### config.mk
export PLATFORM = sky130hd
export DESIGN_NAME = apbMaster_flat
export DESIGN_NICKNAME = d
export VERILOG_FILES = /design/src/rtl/memPkg.sv /design/src/rtl/memBus_if.sv /design/src/rtl/apbMaster.sv /design/src/flat_wrapper.sv
export VERILOG_INCLUDE_DIRS = /design/src /design/src/rtl
export SDC_FILE = /design/constraint.sdc
export NUM_CORES = 1
export LEC_CHECK = 0
export ABC_CLOCK_PERIOD_IN_PS = 5200
export BUFFER_PORTS_ARGS = -buffer_cell sky130_fd_sc_hd__buf_2
export CORE_ASPECT_RATIO = 0.75
export CORE_UTILIZATION = 40
export DETAILED_ROUTE_END_ITERATION = 7
export HOLD_SLACK_MARGIN = 0.1
export PLACE_DENSITY = 0.84
export SLEW_MARGIN = 15
export SYNTH_ARGS = -nofsm -noshare
export SYNTH_HDL_FRONTEND = slang
export SYNTH_SLANG_ARGS = --single-unit
### constraint.sdc
create_clock -name clk -period 5.2 [get_ports clk]
set_clock_uncertainty 0.1 [all_clocks]
set_input_delay 0.78 -clock clk [delete_from_list [all_inputs] [get_ports clk]]
set_output_delay 0.78 -clock clk [all_outputs]
set_load 0.02 [all_outputs]
### src/rtl/mem_defs.svh
`ifndef MEM_DEFS_SVH
`define MEM_DEFS_SVH
`default_nettype none

// Datapath widths shared by the CPU side and the APB side
`define DATA_WIDTH 32 // Word width in bits
`define ADDR_WIDTH 32 // Byte address width

// Memory geometry
`define MEM_WORDS 256 // Depth in words, bytes beyond 4x this are out of range

// Slave timing
`define MEM_WAIT_STATES 2 // Extra access cycles before PREADY

`default_nettype wire
`endif

### src/rtl/memPkg.sv
`default_nettype none

package memPkg;

    // Memory operation codes as issued by the control unit
    typedef enum logic [3:0] {
        memNone  = 4'd0, // No operation
        memByte  = 4'd1, // Signed byte
        memHalf  = 4'd2, // Signed half-word
        memWord  = 4'd3, // Full word
        memByteU = 4'd4, // Unsigned byte, loads only
        memHalfU = 4'd5  // Unsigned half-word, loads only
    } memOpE;

    // Direction of a request on the internal bus
    typedef enum logic [1:0] {
        busIdle  = 2'b00, // Nothing requested
        busWrite = 2'b01, // Store
        busRead  = 2'b10  // Load
    } busDirE;

    // APB master sequencing
    typedef enum logic [1:0] {
        apbIdle,  // Waiting for a request
        apbSetup, // PSEL high, PENABLE low
        apbAccess // PSEL and PENABLE high until PREADY
    } apbStateE;

endpackage

`default_nettype wire

### src/rtl/memBus_if.sv
`include "mem_defs.svh"
`timescale 1ns/1ps
`default_nettype none

interface memBus_if import memPkg::*; (
    input logic clk
);
    logic                   req;   // One-cycle request pulse
    busDirE                 dir;   // Read or write
    logic [`ADDR_WIDTH-1:0] addr;  // Word-aligned byte address
    logic [`DATA_WIDTH-1:0] wdata; // Store data already in its lane
    logic [3:0]             strb;  // Byte enables, zero on reads
    logic [`DATA_WIDTH-1:0] rdata; // Raw word from the slave
    logic                   done;  // One-cycle completion pulse
    logic                   err;   // Slave error, qualified by done

    // Load/store handler side
    modport requester (
        input  clk,
        output req, dir, addr, wdata, strb,
        input  rdata, done, err
    );

    // Bus master side
    modport completer (
        input  clk,
        input  req, dir, addr, wdata, strb,
        output rdata, done, err
    );

endinterface

`default_nettype wire

### src/rtl/apbMaster.sv
`include "mem_defs.svh"
`timescale 1ns/1ps
`default_nettype none

module apbMaster import memPkg::*; (
    input  logic                   clk,
    input  logic                   rstN,
    memBus_if.completer            bus,
    output logic                   PSEL,
    output logic                   PENABLE,
    output logic                   PWRITE,
    output logic [`ADDR_WIDTH-1:0] PADDR,
    output logic [`DATA_WIDTH-1:0] PWDATA,
    output logic [3:0]             PSTRB,
    input  logic [`DATA_WIDTH-1:0] PRDATA,
    input  logic                   PREADY,
    input  logic                   PSLVERR
);
    apbStateE state;
    apbStateE stateNext;
    logic     startReq;  // Request accepted in idle
    logic     accessEnd; // Slave finished the transfer

    assign startReq  = (state == apbIdle) && bus.req;
    assign accessEnd = (state == apbAccess) && PREADY;

    always_comb begin
        stateNext = state;
        case (state)
            apbIdle: begin
                if (bus.req) begin
                    stateNext = apbSetup;
                end
            end
            apbSetup: stateNext = apbAccess; // Setup lasts exactly one cycle
            apbAccess: begin
                if (PREADY) begin
                    stateNext = apbIdle; // Wait states keep us here
                end
            end
            default: stateNext = apbIdle;
        endcase
    end

    always_ff @(posedge clk) begin
        if (!rstN) begin
            state    <= apbIdle;
            bus.done <= 1'b0;
        end else begin
            state    <= stateNext;
            bus.done <= accessEnd; // Completion one cycle after PREADY
        end
    end

    // Request fields held on the APB outputs for the whole transfer
    always_ff @(posedge clk) begin
        if (startReq) begin
            PADDR  <= bus.addr;
            PWDATA <= bus.wdata;
            PSTRB  <= bus.strb;
            PWRITE <= (bus.dir == busWrite);
        end
    end

    // Response captured on the PREADY cycle
    always_ff @(posedge clk) begin
        if (accessEnd) begin
            bus.rdata <= PRDATA;
            bus.err   <= PSLVERR;
        end
    end

    assign PSEL    = (state != apbIdle);
    assign PENABLE = (state == apbAccess);

endmodule

`default_nettype wire

### src/flat_wrapper.sv
// flat-port wrapper written by rule: the top's interface ports become plain ports
module apbMaster_flat import memPkg::*;
  (clk, rstN, PSEL, PENABLE, PWRITE, PADDR, PWDATA, PSTRB, PRDATA, PREADY, PSLVERR, bus_req, bus_dir, bus_addr, bus_wdata, bus_strb, bus_rdata, bus_done, bus_err);
  memBus_if bus_i (.clk(clk));
  input  logic clk;
  input  logic rstN;
  output logic PSEL;
  output logic PENABLE;
  output logic PWRITE;
  output logic [`ADDR_WIDTH-1:0] PADDR;
  output logic [`DATA_WIDTH-1:0] PWDATA;
  output logic [3:0] PSTRB;
  input  logic [`DATA_WIDTH-1:0] PRDATA;
  input  logic PREADY;
  input  logic PSLVERR;
  input wire logic [$bits(bus_i.req)-1:0] bus_req;
  input wire logic [$bits(bus_i.dir)-1:0] bus_dir;
  input wire logic [$bits(bus_i.addr)-1:0] bus_addr;
  input wire logic [$bits(bus_i.wdata)-1:0] bus_wdata;
  input wire logic [$bits(bus_i.strb)-1:0] bus_strb;
  output wire logic [$bits(bus_i.rdata)-1:0] bus_rdata;
  output wire logic [$bits(bus_i.done)-1:0] bus_done;
  output wire logic [$bits(bus_i.err)-1:0] bus_err;
  assign bus_i.req = bus_req;
  assign bus_i.dir = bus_dir;
  assign bus_i.addr = bus_addr;
  assign bus_i.wdata = bus_wdata;
  assign bus_i.strb = bus_strb;
  assign bus_rdata = bus_i.rdata;
  assign bus_done = bus_i.done;
  assign bus_err = bus_i.err;
  apbMaster u_core (.clk(clk), .rstN(rstN), .bus(bus_i), .PSEL(PSEL), .PENABLE(PENABLE), .PWRITE(PWRITE), .PADDR(PADDR), .PWDATA(PWDATA), .PSTRB(PSTRB), .PRDATA(PRDATA), .PREADY(PREADY), .PSLVERR(PSLVERR));
endmodule
[After elaboration in Yosys (flattened, before gate mapping)]
Cells that the tools add are included.
W data, S select, Z words.
Cells by class
  reductions and logical operators: 5
  muxes and demuxes: 3
  equality and inequality tests: 5
Operators by type and width (number)
  $pmux W2 S3: 1
  $eq A2 B1 Y1 const B: 2
  $mux W2: 2
  $eq A2 B2 Y1 const B: 1
  $logic_and A1 B1 Y1: 2
  $logic_not A2 Y1: 1
  $ne A2 B1 Y1 const B: 1
  $ne A2 B2 Y1 const B: 1
  $reduce_and A2 Y1: 1
  $reduce_bool A2 Y1: 1
Word-level totals
  input port bits: 107
  output and inout port bits: 105
  logic and storage cells: 21
  bits in registers: 105

[Depth between registers and ports, before layout]
  word-level depth: 3
  mapped depth: 2
  gate-level depth less buffers: 2

[Worst setup path before layout]
Ideal clock, no wire load.
  path kind: input-to-reg
  start: input bus_req
  end: register u_core.PADDR[0], enable pin
  path buffers: 0
  data required time: 4.615 ns
  data arrival time: 3.450 ns
  stages on the path: 1
  path slack: 1.165 ns
  library setup time: 0.485 ns
  cells stage by stage: nor3b_2
Between the ends
  word-level cells in the longest chain between the ends: 1
RTL lines
  start, declared: line flat_wrapper.sv:16  | input wire logic [$bits(bus_i.req)-1:0] bus_req;
  $logic_and A1 B1 Y1: line apbMaster.sv:24  | assign startReq = (state == apbIdle) && bus.req;
  end signal, assigned: line apbMaster.sv:58  | PADDR <= bus.addr;
  end, declared: line apbMaster.sv:12  | output logic [`ADDR_WIDTH-1:0] PADDR,
Every way passes these cells.
A chain may end at the register's enable or synchronous reset.

[Worst setup path after layout]
  start: register u_core.state[1]
  end: output PENABLE
Between the ends
  word-level cells in the longest chain between the ends: 1
RTL lines
  start, declared: line apbMaster.sv:19  | apbStateE state;
  start signal, assigned: line apbMaster.sv:47  | state <= apbIdle;
  start signal, assigned: line apbMaster.sv:50  | state <= stateNext;
  $eq A2 B2 Y1: line apbMaster.sv:74  | assign PENABLE = (state == apbAccess);
  end, declared: line flat_wrapper.sv:8  | output logic PENABLE;
Every way passes these cells.

==> impl_metrics.yaml <==
clock_network:
  ctsHoldBuffers: 0
  cts_resized: 0
  clockBufferDepth: 2
  cts_setup_buffers: 0
  clockRootBuffer: "clkbuf_8"
  insertion_delay_ps: 350
  cts_sinks: 105
  numCtsBuffers: 9
  cts_tree: "built"
  htreeDepth: 3
  path_clk_slew_ps: 100
synthesis:
  synth.most_common_cell: "edfxtp_1"
  ys.warnings.count: 0
  synth_cells: 115
  syn_area_per_cell_um2: 27.8
  synth_edf_count: 102
  synth_ff_type: "edfxtp_1"
  synthTopCellsByCount: "102 x edfxtp_1, 3 x dfxtp_1, 2 x and2_1"
  synth.area.top_cells: "edfxtp_1 96%, dfxtp_1 1.9%, nor2b_4 0.43%"
  synth_seq_area_share_pct: 97.5
  synth.top_cell.area_share_pct: 95.7
  syn_area_mm2: 0.00320
  syn-num-nets: 222
  yosys.area.top_type: "edfxtp_1"
  async_flop_share_pct: 0
  synth-seq-cells: 105
  synthDistinctLibCells: 11
die:
  dieArea_mm2: 0.00837
  core_area_mm2: 0.00753
  num_rows: 27
  start_util_pct: 42.5
  io_pins: 212
  die_w_um: 105
  chipHeight_um: 79.5
critical_path:
  cp-startpoint: "u_core.state[1]"
  reg2reg_from: "u_core.state[0]"
  rr_endpoint: "u_core.PADDR[24]"
  slowest_stage: "dfxtp_1"
  endpoint_kind: "primary output"
  r2r_slack_ps: 3410
  crit_required_ps: 4320
  critPathLaunchType: "register"
  critical_path.endpoint: "PENABLE"
  critical_path_class: "reg -> out"
  reg2regPathDepth: 2
  critPathArrivalTime_ps: 1160
  cp_cell_sequence: "nor2b_4 -> buf_2"
  critPathMaxStageDelay_ps: 430
  worstPathMaxFanout: 4
pwr:
  pwr-share-comb_pct: 9.9
  total_power_uw: 1610
  switching_share_pct: 23.7
  p_leak_uw: 0.00196
  seqPwrFrac_pct: 61.5
  clkPwrFrac_pct: 28.6
  switching_power_uw: 383
  power.internal_uw: 1230
  vdd_ir_drop_max_v: 0.000186
  power_density_mw_per_mm2: 352
route:
  vias: 2008
  drt_iter0_markers: 71
  drc: 0
  wirelength_um: 7500
  dr.pass1.iters: 5
  viasPerCell: 4.51
  drtAntennaViolNets: 0
  wl_per_cell_um: 16.8
finish:
  num_antenna_cells: 0
  syn2layout_area_growth_pct: 43.3
  nNetsFinal: 446
  fillers: 571
  utilization_pct: 60.9
  drive_gt1_share_pct: 66.9
timing:
  clock.fmax_mhz: 491
  hold_slack_ps: 491
  hold_viol: 0
  period_minus_slack_ps: 2040
  fin_ws_ps: 3160
  finalSetupTns_ps: 0
  tightest_slew_ps: 832
  grt_setup_unrepaired: "false"
  max-slew-margin-rel_pct: 44.5
  setup_viol_count_final: 0
  drv_slew: 0
  fin_crit_sh_pct: 39.2
global_routing:
  grt_pass1_wl_um: 11200
  overflow: 0
  grt_pass1_vias: 2043
  grt_max_degree: 70
  grtUsageTotal_pct: 18.6
  antenna_found_initial: 0
worst_hold_path:
  hold_class: "in -> reg"
placement:
  place_ws_ps: 2940
  place_hpwl_um: 5770
  gp_congestion: 0.823
  port_buffers: 211
status:
  status: "completed"
run:
  max_cap_viol_count: 0
==> state kept, by name, indices dropped and copies added, names as in the netlist <==
| name | cells |
|---|---|
| u_core.PADDR | 32 |
| u_core.PWDATA | 32 |
| u_core.bus.rdata | 32 |
| u_core.PSTRB | 4 |
| u_core.state | 2 |
| u_core.PWRITE | 1 |
| u_core.bus.done | 1 |
| u_core.bus.err | 1 |
==> kinds of logic (layout without fill, tap and decap cells) <==
family,count (synthesis),in the layout,synth area share [%]
flip-flops,105,105,97.5
AND/OR/NAND/NOR,8,8,2.07
AO/OA/AOI/OAI,1,1,0.274
buffers and inverters,1,230,0.117
==> per-stage QoR <==
| step | area (µm²) | cells |
|---|---|---|
| 3_5_place_dp | 4410 | 429 |
| 5_1_grt | 4590 | 445 |
| 3_3_place_gp | 4410 | 429 |
| 6_report | 4590 | 445 |
| 4_1_cts | 4590 | 445 |
| 2_1_floorplan | 3200 | 115 |
==> power by group through the flow <==
| stage | Clock, µW | Combinational (µW) | Sequential (µW) |
|---|---|---|---|
| 6_report | 461 | 160 | 993 |
| 5_1_grt | 513 | 171 | 997 |
| 4_1_cts | 478 | 162 | 994 |
| 3_5_place_dp | 0 | 162 | 1010 |
| 3_3_place_gp | 0 | 157 | 1010 |
| 2_1_floorplan | 0 | 20.0 | 1070 |
==> how the worst min path moves through the flow <==
stage                         start                  end  slack (ps)  depth (start not counted)
CTS                     bus_strb[3]      u_core.PSTRB[3]         470                          1
global route              PRDATA[2]  u_core.bus.rdata[2]         450                          1
global placement    u_core.state[1]      u_core.state[0]         530                          2
detailed placement  u_core.state[1]      u_core.state[0]         570                          2
floorplan           u_core.state[1]      u_core.state[1]         520                          2
finish                    PRDATA[0]  u_core.bus.rdata[0]         490                          1
==> placed cells by master, fill, tap and decap left out <==
cell type and n:
edfxtp_1 102, clkinvlp_4 2, inv_8 1, and2_1 2
nor2b_1 1, clkbuf_8 10, inv_6 1, inv_1 1
buf_4 2, nor2b_4 1, and3b_1 1, and3_1 1
a31o_1 1, nor3b_4 1, clkbuf_1 1, dfxtp_1 3
buf_2 211, or2_1 1, clkinv_2 1
==> critical path: cells and delay by family (launching register included) <==
family	cells	cell delay [ps]
buffers and inverters	1	170
and+or+nand+nor	1	210
DFF	1	430
==> layout make-up <==
cell class              count  area [µm²]  area share [%]
clock buffers              11         141            3.08
repair buffers            213        1070            23.3
inverters                   1        3.75          0.0818
well taps                 101         126            2.76
clock inverters             5        40.0           0.873
multi-input cells           9        81.3            1.77
flip-flops and latches    105        3120            68.1
==> routing by layer <==
metal / vias to the layer above / wire (µm) / GRT usage [%] / share of wire [%]
li1: 903 / - / - / -
met1: 973 / 2850 / 20.9 / 38
met2: 113 / 3820 / 32.1 / 51
met3: 19 / 629 / 6.29 / 8.4
met4: 0 / 203 / 9.30 / 2.7
met5: - / 0 / 0 / 0
(Power assumes the default switching activity.)
