==> src/rtl/mem_defs.svh <==
`ifndef MEM_DEFS_SVH
`define MEM_DEFS_SVH
`default_nettype none

// Datapath widths shared by the CPU side and the APB side
`define DATA_WIDTH 32 // Word width in bits
`define ADDR_WIDTH 32 // Byte address width

// Memory geometry
`define MEM_WORDS 256 // Depth in words, bytes beyond 4x this are out of range

// Slave timing
`define MEM_WAIT_STATES 2 // Extra access cycles before PREADY

`default_nettype wire
`endif

==> src/rtl/memPkg.sv <==
`default_nettype none

package memPkg;

    // Memory operation codes as issued by the control unit
    typedef enum logic [3:0] {
        memNone  = 4'd0, // No operation
        memByte  = 4'd1, // Signed byte
        memHalf  = 4'd2, // Signed half-word
        memWord  = 4'd3, // Full word
        memByteU = 4'd4, // Unsigned byte, loads only
        memHalfU = 4'd5  // Unsigned half-word, loads only
    } memOpE;

    // Direction of a request on the internal bus
    typedef enum logic [1:0] {
        busIdle  = 2'b00, // Nothing requested
        busWrite = 2'b01, // Store
        busRead  = 2'b10  // Load
    } busDirE;

    // APB master sequencing
    typedef enum logic [1:0] {
        apbIdle,  // Waiting for a request
        apbSetup, // PSEL high, PENABLE low
        apbAccess // PSEL and PENABLE high until PREADY
    } apbStateE;

endpackage

`default_nettype wire

==> src/rtl/memBus_if.sv <==
`include "mem_defs.svh"
`timescale 1ns/1ps
`default_nettype none

interface memBus_if import memPkg::*; (
    input logic clk
);
    logic                   req;   // One-cycle request pulse
    busDirE                 dir;   // Read or write
    logic [`ADDR_WIDTH-1:0] addr;  // Word-aligned byte address
    logic [`DATA_WIDTH-1:0] wdata; // Store data already in its lane
    logic [3:0]             strb;  // Byte enables, zero on reads
    logic [`DATA_WIDTH-1:0] rdata; // Raw word from the slave
    logic                   done;  // One-cycle completion pulse
    logic                   err;   // Slave error, qualified by done

    // Load/store handler side
    modport requester (
        input  clk,
        output req, dir, addr, wdata, strb,
        input  rdata, done, err
    );

    // Bus master side
    modport completer (
        input  clk,
        input  req, dir, addr, wdata, strb,
        output rdata, done, err
    );

endinterface

`default_nettype wire

==> src/rtl/memHandler.sv <==
`include "mem_defs.svh"
`timescale 1ns/1ps
`default_nettype none

module memHandler import memPkg::*; (
    input  logic                   clk,
    input  logic                   rstN,
    input  memOpE                  memOp,
    input  logic                   memWrite,
    input  logic                   memRead,
    input  logic                   memSource,  // High stores FPU data
    input  logic [`ADDR_WIDTH-1:0] aluAddress,
    input  logic [`DATA_WIDTH-1:0] fpuData,
    input  logic [`DATA_WIDTH-1:0] regData,
    output logic [`DATA_WIDTH-1:0] dataToCpu,
    output logic                   freeze,
    output logic                   memError,
    memBus_if.requester            bus
);
    logic                   access;     // Any request from the control unit
    logic                   goodOp;     // Code legal for this direction
    logic                   misaligned; // Address does not fit the width
    logic                   pending;    // Access outstanding on the bus
    logic [3:0]             laneMask;   // Strobes before the lane shift
    logic [4:0]             laneShift;  // Bit offset of the addressed lane
    logic [`DATA_WIDTH-1:0] storeData;
    logic [`DATA_WIDTH-1:0] laneData;

    assign access    = memRead | memWrite;
    assign laneShift = {aluAddress[1:0], 3'b000};
    assign storeData = memSource ? fpuData : regData; // FPU or register file

    always_comb begin
        goodOp     = 1'b1;
        misaligned = 1'b0;
        laneMask   = 4'b0001;
        case (memOp)
            memByte: laneMask = 4'b0001;
            memHalf: begin
                misaligned = aluAddress[0]; // Half-words need an even address
                laneMask   = 4'b0011;
            end
            memWord: begin
                misaligned = |aluAddress[1:0]; // Words need a multiple of four
                laneMask   = 4'b1111;
            end
            memByteU: goodOp = memRead & ~memWrite; // No unsigned stores
            memHalfU: begin
                goodOp     = memRead & ~memWrite;
                misaligned = aluAddress[0];
            end
            default: goodOp = 1'b0; // Zero result, no bus access
        endcase
    end

    // Request side of the bus
    assign bus.req   = access & goodOp & ~misaligned & ~pending;
    assign bus.dir   = memWrite ? busWrite : (memRead ? busRead : busIdle);
    assign bus.addr  = {aluAddress[`ADDR_WIDTH-1:2], 2'b00};
    assign bus.wdata = memWrite ? (storeData << laneShift) : '0;
    assign bus.strb  = memWrite ? (laneMask << aluAddress[1:0]) : 4'b0000;

    always_ff @(posedge clk) begin
        if (!rstN) begin
            pending <= 1'b0;
        end else if (bus.done) begin
            pending <= 1'b0; // Completion frees the handler
        end else if (bus.req) begin
            pending <= 1'b1;
        end
    end

    // Stall from the request cycle up to the completion cycle
    assign freeze   = access & goodOp & ~misaligned & ~bus.done;
    assign memError = access & ((goodOp & misaligned) | (bus.done & bus.err));

    assign laneData = bus.rdata >> laneShift; // Addressed lane down to bit 0

    always_comb begin
        dataToCpu = '0;
        if (memRead && !memWrite && bus.done && !bus.err) begin
            case (memOp)
                memByte:  dataToCpu = {{(`DATA_WIDTH-8){laneData[7]}}, laneData[7:0]};
                memHalf:  dataToCpu = {{(`DATA_WIDTH-16){laneData[15]}}, laneData[15:0]};
                memWord:  dataToCpu = laneData;
                memByteU: dataToCpu = {{(`DATA_WIDTH-8){1'b0}}, laneData[7:0]};
                memHalfU: dataToCpu = {{(`DATA_WIDTH-16){1'b0}}, laneData[15:0]};
                default:  dataToCpu = '0;
            endcase
        end
    end

endmodule

`default_nettype wire

==> src/flat_wrapper.sv <==
// flat-port wrapper written by rule: the top's interface ports become plain ports
module memHandler_flat import memPkg::*;
  (clk, rstN, memOp, memWrite, memRead, memSource, aluAddress, fpuData, regData, dataToCpu, freeze, memError, bus_req, bus_dir, bus_addr, bus_wdata, bus_strb, bus_rdata, bus_done, bus_err);
  memBus_if bus_i (.clk(clk));
  input  logic clk;
  input  logic rstN;
  input  memOpE memOp;
  input  logic memWrite;
  input  logic memRead;
  input  logic memSource;
  input  logic [`ADDR_WIDTH-1:0] aluAddress;
  input  logic [`DATA_WIDTH-1:0] fpuData;
  input  logic [`DATA_WIDTH-1:0] regData;
  output logic [`DATA_WIDTH-1:0] dataToCpu;
  output logic freeze;
  output logic memError;
  output wire logic [$bits(bus_i.req)-1:0] bus_req;
  output wire logic [$bits(bus_i.dir)-1:0] bus_dir;
  output wire logic [$bits(bus_i.addr)-1:0] bus_addr;
  output wire logic [$bits(bus_i.wdata)-1:0] bus_wdata;
  output wire logic [$bits(bus_i.strb)-1:0] bus_strb;
  input wire logic [$bits(bus_i.rdata)-1:0] bus_rdata;
  input wire logic [$bits(bus_i.done)-1:0] bus_done;
  input wire logic [$bits(bus_i.err)-1:0] bus_err;
  assign bus_req = bus_i.req;
  assign bus_dir = bus_i.dir;
  assign bus_addr = bus_i.addr;
  assign bus_wdata = bus_i.wdata;
  assign bus_strb = bus_i.strb;
  assign bus_i.rdata = bus_rdata;
  assign bus_i.done = bus_done;
  assign bus_i.err = bus_err;
  memHandler u_core (.clk(clk), .rstN(rstN), .memOp(memOp), .memWrite(memWrite), .memRead(memRead), .memSource(memSource), .aluAddress(aluAddress), .fpuData(fpuData), .regData(regData), .dataToCpu(dataToCpu), .freeze(freeze), .memError(memError), .bus(bus_i));
endmodule
==> config.mk <==
export PLATFORM = sky130hd
export DESIGN_NAME = memHandler_flat
export DESIGN_NICKNAME = d
export VERILOG_FILES = /design/src/rtl/memPkg.sv /design/src/rtl/memBus_if.sv /design/src/rtl/memHandler.sv /design/src/flat_wrapper.sv
export VERILOG_INCLUDE_DIRS = /design/src /design/src/rtl
export SDC_FILE = /design/constraint.sdc
export NUM_CORES = 1
export LEC_CHECK = 0
export BUFFER_PORTS_ARGS = -buffer_cell sky130_fd_sc_hd__buf_2
export CORE_AREA = 2 2 96 98
export DETAILED_ROUTE_END_ITERATION = 12
export DIE_AREA = 0 0 98 100
export PLACE_DENSITY_LB_ADDON = 0.25
export SYNTH_ARGS = -nofsm -noshare
export SYNTH_HDL_FRONTEND = slang
export SYNTH_SLANG_ARGS = --single-unit
==> constraint.sdc <==
create_clock -name clk -period 1.95 [get_ports clk]
set_clock_uncertainty 0.2 [all_clocks]
set_input_delay 0.195 -clock clk [delete_from_list [all_inputs] [get_ports clk]]
set_output_delay 0.195 -clock clk [all_outputs]
set_load 0.01 [all_outputs]
### Word level (Yosys, flattened, before mapping)

Cells that the tools add are included.

* bits of input ports: 139
* output and inout port bits: 105
* register bits after elaboration: 1
* logic and storage cells: 44

* eq/ne operators: 5
* reductions and logical operators: 10
* shift-type cells: 3
* bitwise logic cells: 15
* multiplexer cells: 10

Operators by type and width (number)
* 32-bit one-hot mux with 5 select lines: 1
* 32-bit 2-to-1 mux: 3
* 32-bit by 5-bit << shifter with 32-bit output: 1
* 32-bit by 5-bit right shift with 32-bit output: 1
* 1-bit AND: 8
* 4-bit by 2-bit == test with 1-bit output (second input constant): 2
* 4-bit by 3-bit == test with 1-bit output (second input constant): 2
* 4-bit one-hot mux with 2 select lines: 1
* 2-bit OR reduction: 4
* 1-bit NOT: 5
* 4-bit by 1-bit == test with 1-bit output (second input constant): 1
* 2-bit 2-to-1 mux: 2
* 4-bit 2-to-1 mux: 1
* 1-bit one-hot mux with 2 select lines: 2
* 4-bit by 2-bit << shifter with 4-bit output: 1
* 1-bit logical AND: 3
* 3-bit OR reduction: 1
* 1-bit zero test: 2
* 1-bit OR: 2

### Logic depth before layout (Yosys ltp)

Gate-level depths: netlist (run 1).

* depth in word-level cells: 6
* depth in mapped cells: 7

### Least setup slack after synthesis (run 1)

Ideal clock, no wire load.

* kind: input to output
* start: input port bus_err
* end: output port dataToCpu[6]
* data arrival time: 1.468 ns
* data required time: 1.555 ns
* cell stages on the path: 6
* slack: 0.087 ns
* path through: and4bb_2 -> nand2_1 -> or2_2 -> clkbuf_1 -> clkbuf_1 -> a211oi_1

* cells in the longest elaborated chain, start to end: 3

Ends and longest elaborated chain
* start: declaration: line flat_wrapper.sv:24 `input wire logic [$bits(bus_i.err)-1:0] bus_err;`
* 1-bit zero test: line memHandler.sv:81 `if (memRead && !memWrite && bus.done && !bus.err) begin`
* 1-bit logical AND: line memHandler.sv:81
* 32-bit 2-to-1 mux: line memHandler.sv:81
* end: declaration: line flat_wrapper.sv:14 `` output logic [`DATA_WIDTH-1:0] dataToCpu; ``

No other way between the ends.

### Worst setup path after layout (run 1)

* start: input port aluAddress[1]
* end: output port dataToCpu[24]

* cells in the longest elaborated chain, start to end: 3

Ends and longest elaborated chain
* start: declaration: line flat_wrapper.sv:11 `` input logic [`ADDR_WIDTH-1:0] aluAddress; ``
* 32-bit by 5-bit right shift with 32-bit output: line memHandler.sv:77 `assign laneData = bus.rdata >> laneShift;`
* 32-bit one-hot mux with 5 select lines: line memHandler.sv:82 `case (memOp)`
* 32-bit 2-to-1 mux: line memHandler.sv:81

No other way between the ends.

==> results of run 1 <==
==> power by group <==
part           leakage [nW]  internal, mW  switching (mW)
Clock             0.0000127   0.000000137               0
Sequential          0.00812        0.0216        0.000347
Combinational          1.83         0.334           0.306
Total                  1.84         0.355           0.306
==> placed cells by master, fill, tap and decap left out, types with 3 or more instances in the layout <==
master / count
nor2b_1: 25
a21bo_4: 8
buf_4: 24
buf_6: 14
nand2b_1: 4
mux2i_1: 49
and2_1: 9
nor2_1: 30
buf_2: 168
a211oi_1: 15
a21oi_1: 14
o21ai_2: 8
a21oi_2: 5
mux4_2: 16
nor3b_1: 3
and3b_1: 7
o21ai_0: 10
buf_12: 4
==> final cells by class <==
type / instances / area, sq um / area share [%]
repair buffers: 210 / 1260 / 36.2
diodes: 2 / 5.00 / 0.144
flip-flops and latches: 1 / 20.0 / 0.576
multi-input cells: 234 / 2040 / 58.7
well taps: 111 / 139 / 4.00
inverters: 3 / 11.3 / 0.324
==> critical path: stages <==
cell and delay, ps:
buf_12 110, and4bb_1 270, a22oi_2 80, a2111o_1 490
buf_6 170, a21bo_4 170, buf_6 90
==> metrics by stage <==
| step | util (%) | hold WS (ps) | setup TNS, ps | cells |
|---|---|---|---|---|
| 2_1_floorplan | - | 71.1 | 0 | 300 |
| 3_3_place_gp | 36.3 | 190 | -517 | 558 |
| 3_5_place_dp | 36.3 | 190 | -421 | 558 |
| 4_1_cts | 37.9 | 190 | -138 | 559 |
| 5_1_grt | 39.1 | 190 | -869 | 561 |
| 6_report | 39.1 | 190 | -295 | 561 |
==> path summary, 6_finish.rpt <==
path / endpoint / cells past startpoint
max: dataToCpu[24] / 7
min: bus_addr[17] / 0
max reg2reg: u_core.pending / 2
min reg2reg: u_core.pending / 2
==> cell families after synthesis <==
kind of cell	Yosys count	share of synthesized area, %
AO/OA/AOI/OAI	67	18.6
buffers and inverters	65	18.1
flip-flops	1	0.856
multiplexers	67	37.3
other	1	0.160
AND/OR/NAND/NOR	98	25.0
==> routing by layer <==
layer | share of wire (%) | vias up
li1 | - | 1358
met5 | 0 | -
met1 | 40 | 1294
met2 | 52 | 125
met4 | 0.71 | 0
met3 | 7.6 | 14
==> repair_timing <==
action / CTS / global route
pin swaps: 2 / 3
resized for setup: 27 / 35
endpoints found under the setup margin: 15 / 42
gates cloned: 1 / 0
==> insert_results.sql, run 1 <==
INSERT INTO impl_metrics (metric_group, metric, value, unit) VALUES
('status', 'outcome', 'finished with violations', ''),
('status', 'failed_checks', 'negative setup slack', ''),
('hold_path', 'hp-class', 'primary input to primary output', ''),
('pwr', 'vdd_ir_drop_max', '0.144', 'mV'),
('synthesis', 'synth_area_per_cell', '7.82', 'sq um'),
('worst_setup_path', 'end_kind', 'primary output', ''),
('sta', 'fmax', '503', 'MHz'),
('drt', 'route.detailed.vias_per_inst', '4.98', ''),
('hold_path', 'worstHoldStart', 'aluAddress[17]', ''),
('worst_setup_path', 'rr_startpoint', 'u_core.pending', ''),
('clocking', 'hold_buffers', '0', ''),
('sta', 'rsz0062_at_grt', 'yes', ''),
('synthesis', 'synth_sequential_area_ratio', '0.856', '%'),
('placed_design', 'dp.final_hpwl', '7140', 'um'),
('finish', 'largest_reg_flops', '1', ''),
('drt', 'drt_pass1_iterations', '4', ''),
('floorplan', 'width_of_the_die', '98', 'um'),
('placed_design', 'numPortBuffers', '181', ''),
('synthesis', 'post-synth-top-count-cell', 'mux2i_1', ''),
('global_routing', 'most_crowded_layer_gr', 'met2', ''),
('finish', 'nets', '589', ''),
('pwr', 'power_per_cell_area', '190', 'mW/mm^2'),
('drt', 'vias', '2791', ''),
('sta', 'finalHoldViolCount', '0', ''),
('synthesis', 'post_synth_most_frequent_cells', 'mux2i_1, buf_4, nor2_1', ''),
('worst_setup_path', 'timing.critical_path.arrival', '1590', 'ps'),
('synthesis', 'synth_register_bits', '1', ''),
('floorplan', 'ios', '244', ''),
('synthesis', 'asr_flop_ratio_synth', '0', '%'),
('worst_setup_path', 'timing.critical_path.from', 'aluAddress[1]', ''),
('worst_setup_path', 'timing.critical_path.fanout_max', '8', ''),
('drt', 'drt-total-wl', '8890', 'um'),
('finish', 'registers.top_by_ff_count', 'u_core.pending', ''),
('global_routing', 'groute.layer.met3.usage', '3.13', '%'),
('sta', 'timing.final.setup_violations', '8', ''),
('global_routing', 'grt_pass1_wl', '13800', 'um'),
('drt', 'final_antenna_net_count', '0', ''),
('floorplan', 'coreArea', '0.00889', 'sq mm'),
('placed_design', 'gp_routability_congestion', '0.840', ''),
('drt', 'dr.first_iter.drc_count', '53', ''),
('global_routing', 'fraction_of_met1_tracks_used_by_global_routing', '20.0', '%'),
('synthesis', 'netlist_instances', '299', ''),
('global_routing', 'grt_pass1_vias', '2860', ''),
('finish', 'share_of_cells_above_drive_strength_1', '58.5', '%'),
('placed_design', 'detailedPlace.worstSlack', '-57.7', 'ps'),
('floorplan', 'initial_core_util', '26.3', '%'),
('floorplan', 'die_height', '100', 'um'),
('global_routing', 'grt_overflow_total', '0', ''),
('finish', 'fill_cells', '951', ''),
('sta', 'layout_worst_path_cycle_share', '102', '%'),
('global_routing', 'largest_net_degree_at_the_start_of_global_routing', '31', ''),
('sta', 'worst_slack', '-39.9', 'ps'),
('worst_setup_path', 'r2r_setup_slack', '1140', 'ps'),
('pwr', 'total_power', '0.661', 'mW'),
('worst_setup_path', 'timing.setup.critical_path_class', 'primary input to primary output', ''),
('drt', 'detail_route.drc_violations', '0', ''),
('global_routing', 'grt.met2_usage', '32.0', '%'),
('sta', 'timing.final.crit_period', '1990', 'ps'),
('global_routing', 'combined_global_route_utilization_of_all_metal_layers', '16.8', '%'),
('job', 'max_cap_violations', '0', ''),
('synthesis', 'number_of_flops_mapped_to_enable_cells_by_yosys', '0', ''),
('pwr', 'static-leakage-power', '1.84', 'nW'),
('clocking', 'insertion_delay_to_the_later_sink_of_the_worst_skew_pair', '0', 'ps'),
('clocking', 'postCtsSetupRepairBufs', '0', ''),
('global_routing', 'antenna_violations_before_repair', '2', ''),
('synthesis', 'yosys.cell_types.count', '40', ''),
('placed_design', 'post_dp_cell_area', '0.00322', 'sq mm'),
('synthesis', 'synth_area_leader_cell', 'mux2i_1', ''),
('synthesis', 'synth_top_cell_area_share', '21.0', '%'),
('sta', 'report.final.slew_viol_count', '0', ''),
('worst_setup_path', 'critPathLaunchType', 'primary input', ''),
('synthesis', 'yosys_warnings', '0', ''),
('worst_setup_path', 'crit_required', '1550', 'ps'),
('synthesis', 'syn_area', '0.00234', 'sq mm'),
('finish', 'layout_top_registers', 'u_core.pending: 1 flops', ''),
('finish', 'growth_of_design_area_from_synthesis_to_finish', '48.6', '%'),
('finish', 'final_design_area_no_fill', '0.00347', 'sq mm'),
('floorplan', 'fp-row-count', '35', ''),
('drt', 'route.detailed.wl_per_inst', '15.8', 'um'),
('synthesis', 'yosys_most_used_dff', 'dfxtp_1', ''),
('floorplan', 'die_area', '0.00980', 'sq mm'),
('synthesis', 'netlist_top_cells_area', 'mux2i_1, mux4_2, buf_4, nor2b_1, a211oi_1', '');
No activity file was read; power rests on OpenSTA's default activity.
==> run 2, diff against run 1 <==
- CORE_AREA: 2 2 96 98 -> 2 2 93 95
- CTS_CLUSTER_DIAMETER: default -> 80
- DIE_AREA: 0 0 98 100 -> 0 0 95 97
- clock period: 1.95 -> 2.4 ns (I/O delays scaled with it)
==> run 2 against run 1 <==
Net effect:
- largest cell class unchanged
- the flow now finishes without violations
- total power decreased by 26%
- sequential share of layout area rose by 0.077 points
- first-iteration DRC count rose by 34%
- die area shrank 6.0%
- final cell count fell by 4.6%
- design area shrank 12%
- critical path depth down 1
- hold slack better by 71 ps
- worst setup slack better by 250 ps
- flip-flop and latch count unchanged
==> insert_results.sql, run 2 (synthesis results as in run 1) <==
INSERT INTO impl_metrics (metric_group, metric, value, unit) VALUES
('status', 'outcome', 'finished, final reports clean', ''),
('worst_setup_path', 'dominant_cell_type_by_count_on_the_critical_path', 'buf_2', ''),
('pwr', 'vdd_ir_drop_max', '0.0862', 'mV'),
('finish', 'registers.top_by_ff_count', 'u_core.pending', ''),
('sta', 'whs', '261', 'ps'),
('worst_setup_path', 'crit_required', '1960', 'ps'),
('floorplan', 'coreArea', '0.00813', 'sq mm'),
('global_routing', 'largest_net_degree_at_the_start_of_global_routing', '31', ''),
('worst_setup_path', 'r2r_setup_slack', '1600', 'ps'),
('floorplan', 'ios', '244', ''),
('global_routing', 'grt_overflow_total', '0', ''),
('global_routing', 'grt_pass1_vias', '2581', ''),
('drt', 'route.detailed.vias_per_inst', '5.08', ''),
('placed_design', 'post-place-cells', '535', ''),
('global_routing', 'combined_global_route_utilization_of_all_metal_layers', '16.3', '%'),
('worst_setup_path', 'path_cells', 'buf_2 > and4bb_1 > a22oi_1 > a2111o_1 > a21bo_2 > buf_2', ''),
('global_routing', 'antenna_violations_before_repair', '0', ''),
('floorplan', 'width_of_the_die', '95', 'um'),
('hold_path', 'min_delay_worst_endpoint', 'u_core.pending', ''),
('drt', 'detail_route.drc_violations', '0', ''),
('drt', 'drt-total-wl', '8130', 'um'),
('finish', 'final_common_cell', 'buf_2', ''),
('worst_setup_path', 'end_kind', 'primary output', ''),
('sta', 'report.final.slew_viol_count', '0', ''),
('finish', 'nets', '571', ''),
('worst_setup_path', 'critPathBufInv', '2', ''),
('finish', 'share_of_cells_above_drive_strength_1', '52.1', '%'),
('finish', 'insertedDiodeCount', '0', ''),
('sta', 'totalNegativeSetupSlack', '0', 'ps'),
('worst_setup_path', 'crit_path_max_incr_delay', '600', 'ps'),
('sta', 'timing.final.setup_violations', '0', ''),
('worst_setup_path', 'timing.setup.critical_path_class', 'primary input to primary output', ''),
('finish', 'layout_top_registers', 'u_core.pending: 1 flops', ''),
('global_routing', 'grt_pass1_wl', '12500', 'um'),
('finish', 'most-common-layout-cells', 'buf_2, mux2i_1, nor2_1', ''),
('clocking', 'cts.clk_slew.worst_paths', '0', 'ps'),
('worst_setup_path', 'worst_path_dominant_cell_family', 'compound AO/OA/AOI/OAI gates', ''),
('sta', 'finalHoldViolCount', '0', ''),
('clocking', 'hold_buffers', '0', ''),
('sta', 'worst_slack', '212', 'ps'),
('drt', 'drt_pass1_iterations', '4', ''),
('floorplan', 'die_height', '97', 'um'),
('pwr', 'static-leakage-power', '1.67', 'nW'),
('drt', 'vias', '2716', ''),
('worst_setup_path', 'critPathLaunchType', 'primary input', ''),
('floorplan', 'fp-row-count', '33', ''),
('hold_path', 'hp-class', 'primary input to register', ''),
('clocking', 'postCtsResizedCells', '0', ''),
('hold_path', 'worst_hold_path_stage_count', '2', ''),
('sta', 'fmax', '457', 'MHz'),
('floorplan', 'initial_core_util', '28.7', '%'),
('drt', 'final_antenna_net_count', '0', ''),
('pwr', 'power_per_cell_area', '160', 'mW/mm^2'),
('drt', 'dr.first_iter.drc_count', '71', ''),
('pwr', 'total_power', '0.491', 'mW'),
('clocking', 'postCtsSetupRepairBufs', '0', ''),
('placed_design', 'numPortBuffers', '181', ''),
('drt', 'route.detailed.wl_per_inst', '15.2', 'um'),
('sta', 'layout_worst_path_cycle_share', '91.2', '%'),
('sta', 'rsz0062_at_grt', 'no', ''),
('finish', 'finalNonFillerCells', '535', ''),
('worst_setup_path', 'reg2regPathDepth', '2', ''),
('finish', 'largest_reg_flops', '1', ''),
('placed_design', 'dp.final_hpwl', '6600', 'um'),
('finish', 'growth_of_design_area_from_synthesis_to_finish', '31.0', '%'),
('finish', 'fill_cells', '874', ''),
('placed_design', 'detailedPlace.worstSlack', '213', 'ps'),
('job', 'max_cap_violations', '0', ''),
('floorplan', 'die_area', '0.00922', 'sq mm'),
('worst_setup_path', 'r2r_endpoint', 'u_core.pending', ''),
('sta', 'timing.final.crit_period', '2190', 'ps'),
('worst_setup_path', 'timing.critical_path.arrival', '1750', 'ps'),
('worst_setup_path', 'timing.critical_path.fanout_max', '16', ''),
('sta', 'tightest_slew', '502', 'ps'),
('clocking', 'insertion_delay_to_the_later_sink_of_the_worst_skew_pair', '0', 'ps'),
('sta', 'timing.slew.headroom', '66.2', '%'),
('worst_setup_path', 'rr_startpoint', 'u_core.pending', ''),
('placed_design', 'gp_routability_congestion', '0.828', ''),
('worst_setup_path', 'cp_max_stage_cell', 'a2111o_1', ''),
('hold_path', 'worstHoldStart', 'bus_done', '');
==> run 2: cell count changes in the layout (fill, tap and decap cells not counted), sizes merged <==
cell / previous run / this run
buf: 210 / 192
diode: 2 / 0
==> run 2: area by class of cell <==
type                    count  area (sq um)  area share [%]
flip-flops and latches      1          20.0           0.654
repair buffers            192          1000            32.7
well taps                 105           131            4.29
inverters                   3          11.3           0.368
multi-input cells         234          1900            62.0
==> run 2: through the flow <==
step / util [%] / cell area, sq um
3_3_place_gp: 37.7 / 3060
2_1_floorplan: - / 2340
6_report: 37.7 / 3060
3_5_place_dp: 37.7 / 3060
5_1_grt: 37.7 / 3060
4_1_cts: 37.7 / 3060
==> run 2: worst max-delay path by stage <==
| stage | start | endpoint | depth (start not counted) |
|---|---|---|---|
| global placement | memOp[0] | dataToCpu[31] | 6 |
| detailed placement | memOp[0] | dataToCpu[29] | 6 |
| floorplan | bus_err | dataToCpu[6] | 6 |
| global route | aluAddress[0] | dataToCpu[9] | 7 |
| finish | memOp[0] | dataToCpu[29] | 6 |
| CTS | memOp[0] | dataToCpu[29] | 6 |
==> run 2: report_power, final <==
| group | switching, mW | leakage (nW) | total, mW | internal [mW] |
|---|---|---|---|---|
| sequential | 0.000252 | 0.00812 | 0.0178 | 0.0175 |
| clock | 0 | 0 | 0 | 0 |
| combinational | 0.235 | 1.66 | 0.473 | 0.238 |
| total | 0.235 | 1.67 | 0.491 | 0.256 |
==> run 2: routing by layer <==
| layer | wire length [um] | share of wire (%) | vias up | global-route usage, % |
|---|---|---|---|---|
| met3 | 674 | 8.3 | 16 | 2.57 |
| met1 | 3200 | 39 | 1261 | 18.2 |
| li1 | - | - | 1315 | - |
| met5 | 0 | 0 | - | 0 |
| met4 | 72 | 0.89 | 0 | 1.56 |
| met2 | 4190 | 52 | 124 | 32.4 |
